===== src/mem_geom_pkg.sv =====
package mem_geom_pkg;

    //////////////////////////////////////////////////////////////////////
    // Block geometry
    //////////////////////////////////////////////////////////////////////

    localparam int BLOCK_BYTES = 16;         // Bytes held by one block
    localparam int OFFSET_BITS = 4;          // Byte offset within a block

    // Byte address as seen by the requester
    typedef logic [31:0] mem_addr_t;

    // One block, viewable at every access granularity
    typedef union packed {
        logic [15:0][7:0]  byte_level;
        logic [7:0][15:0]  half_level;
        logic [3:0][31:0]  word_level;
        logic [1:0][63:0]  dbbl_level;
    } mem_block_t;

    //////////////////////////////////////////////////////////////////////
    // Access sizes
    //////////////////////////////////////////////////////////////////////

    // Sub-block sizes are aligned down to their own width
    typedef enum logic [2:0] {
        BYTE,
        HALF,
        WORD,
        DOUBLE,
        QUAD                                 // Whole 16-byte block
    } mem_size_e;

endpackage


===== src/mem_txn_pkg.sv =====
package mem_txn_pkg;

    import mem_geom_pkg::*;

    //////////////////////////////////////////////////////////////////////
    // Commands and tags
    //////////////////////////////////////////////////////////////////////

    typedef enum logic {
        MEM_LOAD,
        MEM_STORE                            // Stores return no response
    } mem_cmd_e;

    // Tag zero marks "no tag", usable tags are 1..15
    typedef logic [3:0] mem_tag_t;

    localparam mem_tag_t NO_TAG   = 4'd0;
    localparam int       MAX_TAGS = 15;

    //////////////////////////////////////////////////////////////////////
    // Channel payloads
    //////////////////////////////////////////////////////////////////////

    // Request channel, 164 bits
    typedef struct packed {
        mem_cmd_e   cmd;
        mem_size_e  size;
        mem_addr_t  addr;
        mem_block_t data;                    // Store data, low bytes used
    } mem_req_t;

    // Response channel, 133 bits
    typedef struct packed {
        mem_tag_t   tag;
        logic       err;                     // Address was out of range
        mem_block_t data;                    // Zero-extended load value
    } mem_resp_t;

endpackage


===== src/mem_tag_tracker.sv =====
`timescale 1ns/1ps

module mem_tag_tracker
    import mem_geom_pkg::*, mem_txn_pkg::*;
#(
    parameter int NUM_TAGS = 4,
    parameter int LATENCY  = 6
) (
    input  logic       clock,
    input  logic       rst_n,
    input  logic       req_valid,
    input  logic       resp_ready,
    input  logic       addr_ok,
    input  mem_cmd_e   req_cmd,
    input  mem_block_t load_data,
    output logic       req_ready,
    output logic       accept,
    output logic       resp_valid,
    output mem_tag_t   req_tag,
    output mem_resp_t  resp
);

    localparam int CNT_BITS = $clog2(LATENCY + 1);

    // Slot state, indexed by tag
    logic [CNT_BITS-1:0] slot_count [1:NUM_TAGS];   // Cycles still to wait
    logic                slot_wait  [1:NUM_TAGS];   // Load waiting for output
    logic                slot_err   [1:NUM_TAGS];
    mem_block_t          slot_data  [1:NUM_TAGS];

    mem_tag_t free_tag;                             // Lowest free slot
    mem_tag_t done_tag;                             // Lowest finished load
    logic     out_take;
    logic     out_load;

    //////////////////////////////////////////////////////////////////////
    // Slot selection
    //////////////////////////////////////////////////////////////////////

    // Walk downwards so the lowest index wins
    always_comb begin
        free_tag = NO_TAG;
        done_tag = NO_TAG;
        for (int i = NUM_TAGS; i >= 1; i--) begin
            if (slot_count[i] == '0 && !slot_wait[i]) begin
                free_tag = mem_tag_t'(i);
            end
            if (slot_count[i] == '0 && slot_wait[i]) begin
                done_tag = mem_tag_t'(i);
            end
        end
    end

    assign req_tag   = free_tag;
    assign req_ready = (free_tag != NO_TAG);
    assign accept    = req_valid && req_ready;

    // Output register can take a new entry when empty or draining
    assign out_take = !resp_valid || resp_ready;
    assign out_load = out_take && (done_tag != NO_TAG);

    //////////////////////////////////////////////////////////////////////
    // Slot control
    //////////////////////////////////////////////////////////////////////

    always_ff @(posedge clock) begin
        if (!rst_n) begin
            for (int i = 1; i <= NUM_TAGS; i++) begin
                slot_count[i] <= '0;
                slot_wait[i]  <= 1'b0;
            end
            resp_valid <= 1'b0;
        end else begin
            for (int i = 1; i <= NUM_TAGS; i++) begin
                if (slot_count[i] != '0) begin
                    slot_count[i] <= slot_count[i] - 1'b1;
                end
                if (out_load && done_tag == mem_tag_t'(i)) begin
                    slot_wait[i] <= 1'b0;              // Slot is free next cycle
                end
                // A free slot is never the finished one, so no conflict here
                if (accept && free_tag == mem_tag_t'(i)) begin
                    slot_count[i] <= CNT_BITS'(LATENCY);
                    slot_wait[i]  <= (req_cmd == MEM_LOAD);
                end
            end
            if (out_take) begin
                resp_valid <= (done_tag != NO_TAG);
            end
        end
    end

    //////////////////////////////////////////////////////////////////////
    // Slot payload and output register
    //////////////////////////////////////////////////////////////////////

    always_ff @(posedge clock) begin
        for (int i = 1; i <= NUM_TAGS; i++) begin
            if (accept && free_tag == mem_tag_t'(i) && req_cmd == MEM_LOAD) begin
                slot_data[i] <= load_data;             // Captured at acceptance
                slot_err[i]  <= !addr_ok;
            end
        end
        if (out_load) begin
            resp.tag  <= done_tag;
            resp.err  <= slot_err[done_tag];
            resp.data <= slot_data[done_tag];
        end
    end

    //////////////////////////////////////////////////////////////////////
    // Checks
    //////////////////////////////////////////////////////////////////////

    a_resp_hold: assert property (
        @(posedge clock) disable iff (!rst_n)
            (resp_valid && !resp_ready) |=> (resp_valid && $stable(resp))
    );

    a_resp_tag: assert property (
        @(posedge clock) disable iff (!rst_n)
            resp_valid |-> (resp.tag != NO_TAG)
    );

    // Tag zero is reserved, so the pool tops out at 15
    a_num_tags: assert property (
        @(posedge clock) (NUM_TAGS >= 1) && (NUM_TAGS <= MAX_TAGS)
    );

endmodule


===== config.mk =====
export PLATFORM = sky130hd
export DESIGN_NAME = mem_tag_tracker
export DESIGN_NICKNAME = d
export VERILOG_FILES = /design/src/mem_geom_pkg.sv /design/src/mem_txn_pkg.sv /design/src/mem_tag_tracker.sv
export SDC_FILE = /design/constraint.sdc
export NUM_CORES = 1
export LEC_CHECK = 0
export BUFFER_PORTS_ARGS = -buffer_cell sky130_fd_sc_hd__buf_2
export CAP_MARGIN = 20
export CELL_PAD_IN_SITES_DETAIL_PLACEMENT = 0
export CELL_PAD_IN_SITES_GLOBAL_PLACEMENT = 1
export CORE_ASPECT_RATIO = 0.6
export CORE_MARGIN = 2
export CORE_UTILIZATION = 45
export DETAILED_ROUTE_END_ITERATION = 7
export PLACE_DENSITY = 0.73
export REMOVE_ABC_BUFFERS = 1
export SLEW_MARGIN = 20
export SYNTH_ARGS = -nofsm -noshare
export SYNTH_HDL_FRONTEND = slang
export SYNTH_SLANG_ARGS = --single-unit

===== constraint.sdc =====
create_clock -name clock -period 12.7 [get_ports clock]
set_input_delay 1.905 -clock clock [delete_from_list [all_inputs] [get_ports clock]]
set_output_delay 1.905 -clock clock [all_outputs]
set_load 0.02 [all_outputs]

==> reports/results.txt <==
The run finished, with violations left. The final reports fail on DRC. The run gives 0.171 as the total routing usage reported by global routing.

The effective utilization at floorplan came out at 0.456. The tools report the number of max-slew violations in the final report as 0. Setup repair after global routing left no endpoint under its margin. Power density over the cells: 236 nW/um^2. From bottom edge to top edge, the die measures 183 um. The part of the cycle the worst path needs is 0.334, and the total of flip-flops plus latches after synthesis is 665. The share of layout cells above drive strength 1 was 0.319; the latest clock arrival within the worst-skew pair was 0.59 ns.

By count the netlist is led by sky130_fd_sc_hd__edfxtp_1, sky130_fd_sc_hd__a22oi_1, sky130_fd_sc_hd__nor2_1. The tools report the DRC violations left as 2. Setup violations remaining at the end of the flow were counted as 0.

Among all stages on the critical path, the largest delay is contributed by sky130_fd_sc_hd__edfxtp_1. The total count of hold-check failures in the final report is 0. The maximum vdd ir drop is 188 uV, and the normalized max-slew margin is 0.327. The cell sitting at the root of the clock tree is a sky130_fd_sc_hd__clkbuf_16.

The run gives 39 as the number of distinct standard cells referenced by the synthesized netlist. The classification of the worst setup path was register to output port. The setup slack at placement is 7.77 ns. The routed layout has 12100 vias. The fraction of synthesized cell area taken by the top area cell type is 0.830, and the number of gates resized after cts is 0. Averaged over all synthesized cells, the footprint is 19.5 sq um. The clock passes through at most 3 buffers.

For this run, the post-layout net count is 1645. The tools report the leakage power figure as 9.28 nW. The die covers 55300 sq um. The path type of the worst min-delay path was register to register. Die outline width: 302 um. The number of setup buffers added after CTS is 0.

The placer's final routability congestion estimate came out at 0.790. The largest single stage delay on the critical path is 0.35 ns. The type of element launching the critical path was a register. Among all cell types in the netlist, the one instantiated most often is sky130_fd_sc_hd__edfxtp_1. The number of antenna diodes in the final layout is 0. Among cell families on the critical path, the largest total delay comes from simple AND/OR/NAND/NOR gates.

After filler insertion, the fill cell instance count of the layout stands at 4094. The tools report the sum of negative setup slack as 0 ns. The TritonCTS buffer count is 58.

The async set-or-reset flop fraction in the synthesized netlist was 0. The number of vias per cell after detailed routing came out at 5.35. The run gives 0 as the reported max-cap violation count. For this block, the initial DRC count from the detailed router was 1034. For the number of antenna violations at the first check in global routing, the log shows 8. The final wirelength is 48300 um. The maximum level of the CTS H-tree was 2.

In this run the worst path has a maximum fanout of 10. In the final layout, the multi-input gates occupy 3560 sq um. Summed over all instances, the cell type with the most area after synthesis is sky130_fd_sc_hd__edfxtp_1. STA classifies the critical path endpoint as an output port. After global routing the overflow that remains totals 0. The pin count of the biggest net entering global routing was 131; the fmax was 235 MHz. The tools report the first-pass GRT wire length as 71900 um. The tree built by TritonCTS fans out to 665 sinks. The count of port buffers added during placement is 271, and the final worst slack is 8.45 ns.

The critical path contains buffers and inverters numbering 3 combined. After technology mapping, the gate count stands at 1229. The row count was 65.

Sorting the synthesized cells by area gives the leading types as sky130_fd_sc_hd__edfxtp_1, sky130_fd_sc_hd__a22oi_1, sky130_fd_sc_hd__a222oi_1. For the worst setup path, the data required time is 10.80 ns. The synthesized design contains 664 enable-type register cells.

Counting I/O delays and the setup requirement, the final critical path takes 4.25 ns. The signal on the critical path passes through inv_1 > ha_1 > ha_1 > nand2b_1 > inv_1 > nor4_1 > buf_2. From synthesis to final layout, the design area changed by 16.1%. The total number of yosys warnings was 0; the transition time at the pin with the least slew margin was 1.01 ns.

The logs give 0.831 for the sequential fraction of the synthesis area and 8 for the detailed-routing iteration count for the pre-antenna-repair pass. The via count of the first global-routing pass was 11700; the number of ports placed on the die boundary was 274. Clock-pin slew was measured on the worst setup and hold paths at 0.06 ns.

For the final clock skew, the log shows 0.0189 ns. The average detailed-routed wire length per instance works out to 21.4 um. The area of the mapped netlist was 24000 sq um; the number of nets with antenna violations after detailed routing was 0. Prevailing post-synth register cell: sky130_fd_sc_hd__edfxtp_1.

Registers take 20000 sq um. TritonCTS built the clock tree. The wire-length estimate of the detail-placed layout is 26200 um.

The area of the core came out at 52600 sq um. STA puts the critical path data arrival time at 2.34 ns. Hold repair after CTS inserted 0 buffers.
[worst min-delay path, stage by stage (launching register included)]
cell                       delay, ns
sky130_fd_sc_hd__edfxtp_1       0.33
sky130_fd_sc_hd__a22oi_2        0.06
sky130_fd_sc_hd__o21ai_2        0.05
[routing by layer]
metal	share of wire	track usage	wire length, um
met1	0.44	0.238	21100
met2	0.48	0.280	23300
met3	0.062	0.0378	2990
met4	0.017	0.0374	843
met5	0.0019	0	93
[placed cells by master, fill, tap and decap left out, types with 17 or more instances in the layout]
cell,n
sky130_fd_sc_hd__buf_4,17
sky130_fd_sc_hd__a222oi_1,64
sky130_fd_sc_hd__a22oi_2,44
sky130_fd_sc_hd__edfxtp_1,664
sky130_fd_sc_hd__o21ai_2,64
sky130_fd_sc_hd__a21oi_1,64
sky130_fd_sc_hd__clkbuf_16,58
sky130_fd_sc_hd__nor2_1,73
sky130_fd_sc_hd__buf_2,271
sky130_fd_sc_hd__a22oi_1,86
[through the flow]
step / util / instances / instance area, sq um / total power, mW / hold WS (ns)
final: 0.530 / 2254 / 27900 / 6.59 / 0.538
after floorplan: - / 1153 / 23500 / 4.39 / 0.520
after global routing: 0.530 / 2254 / 27900 / 6.92 / 0.555
after CTS: 0.529 / 2253 / 27900 / 6.69 / 0.539
after global placement: 0.494 / 2145 / 26000 / 4.91 / 0.523
after detailed placement: 0.494 / 2145 / 26000 / 4.93 / 0.528
[flip-flops by register name (all words and copies together), names as in the netlist]
signal / flops
resp: 132
slot_wait: 4
slot_data: 512
resp_valid: 1
slot_err: 4
slot_count: 12
[layout make-up]
class,instances,area share
flip-flops and latches,665,0.716
inverters,16,0.00233
repair buffers,290,0.0549
clock buffers,69,0.0535
clock inverters,39,0.0142
well taps,703,0.0315
multi-input cells,472,0.128
[worst paths after layout]
path	slack [ns]	end	cells past startpoint	startpoint
worst max-delay path	8.45	req_tag[2]	7	slot_count[0][3]
worst min-delay path	0.54	resp[115]	2	slot_data[3][115]
worst max register to register	8.62	resp[125]	9	slot_count[0][3]
worst min register to register	0.54	resp[115]	2	slot_data[3][115]
[power breakdown]
group	switching, mW	total, mW	internal, mW
combinational	1.21	1.71	0.506
sequential	0.115	3.13	3.01
clock	0.768	1.75	0.985
[cells by family after synthesis]
kind of cell,after synthesis,synth area share
other,1,0.000156
AO/OA/AOI/OAI,340,0.118
AND/OR/NAND/NOR,122,0.0228
buffers and inverters,93,0.0235
adder cells (fa/ha/maj),8,0.00417
flip-flops,665,0.831
Power figures use the tool's default switching activity.
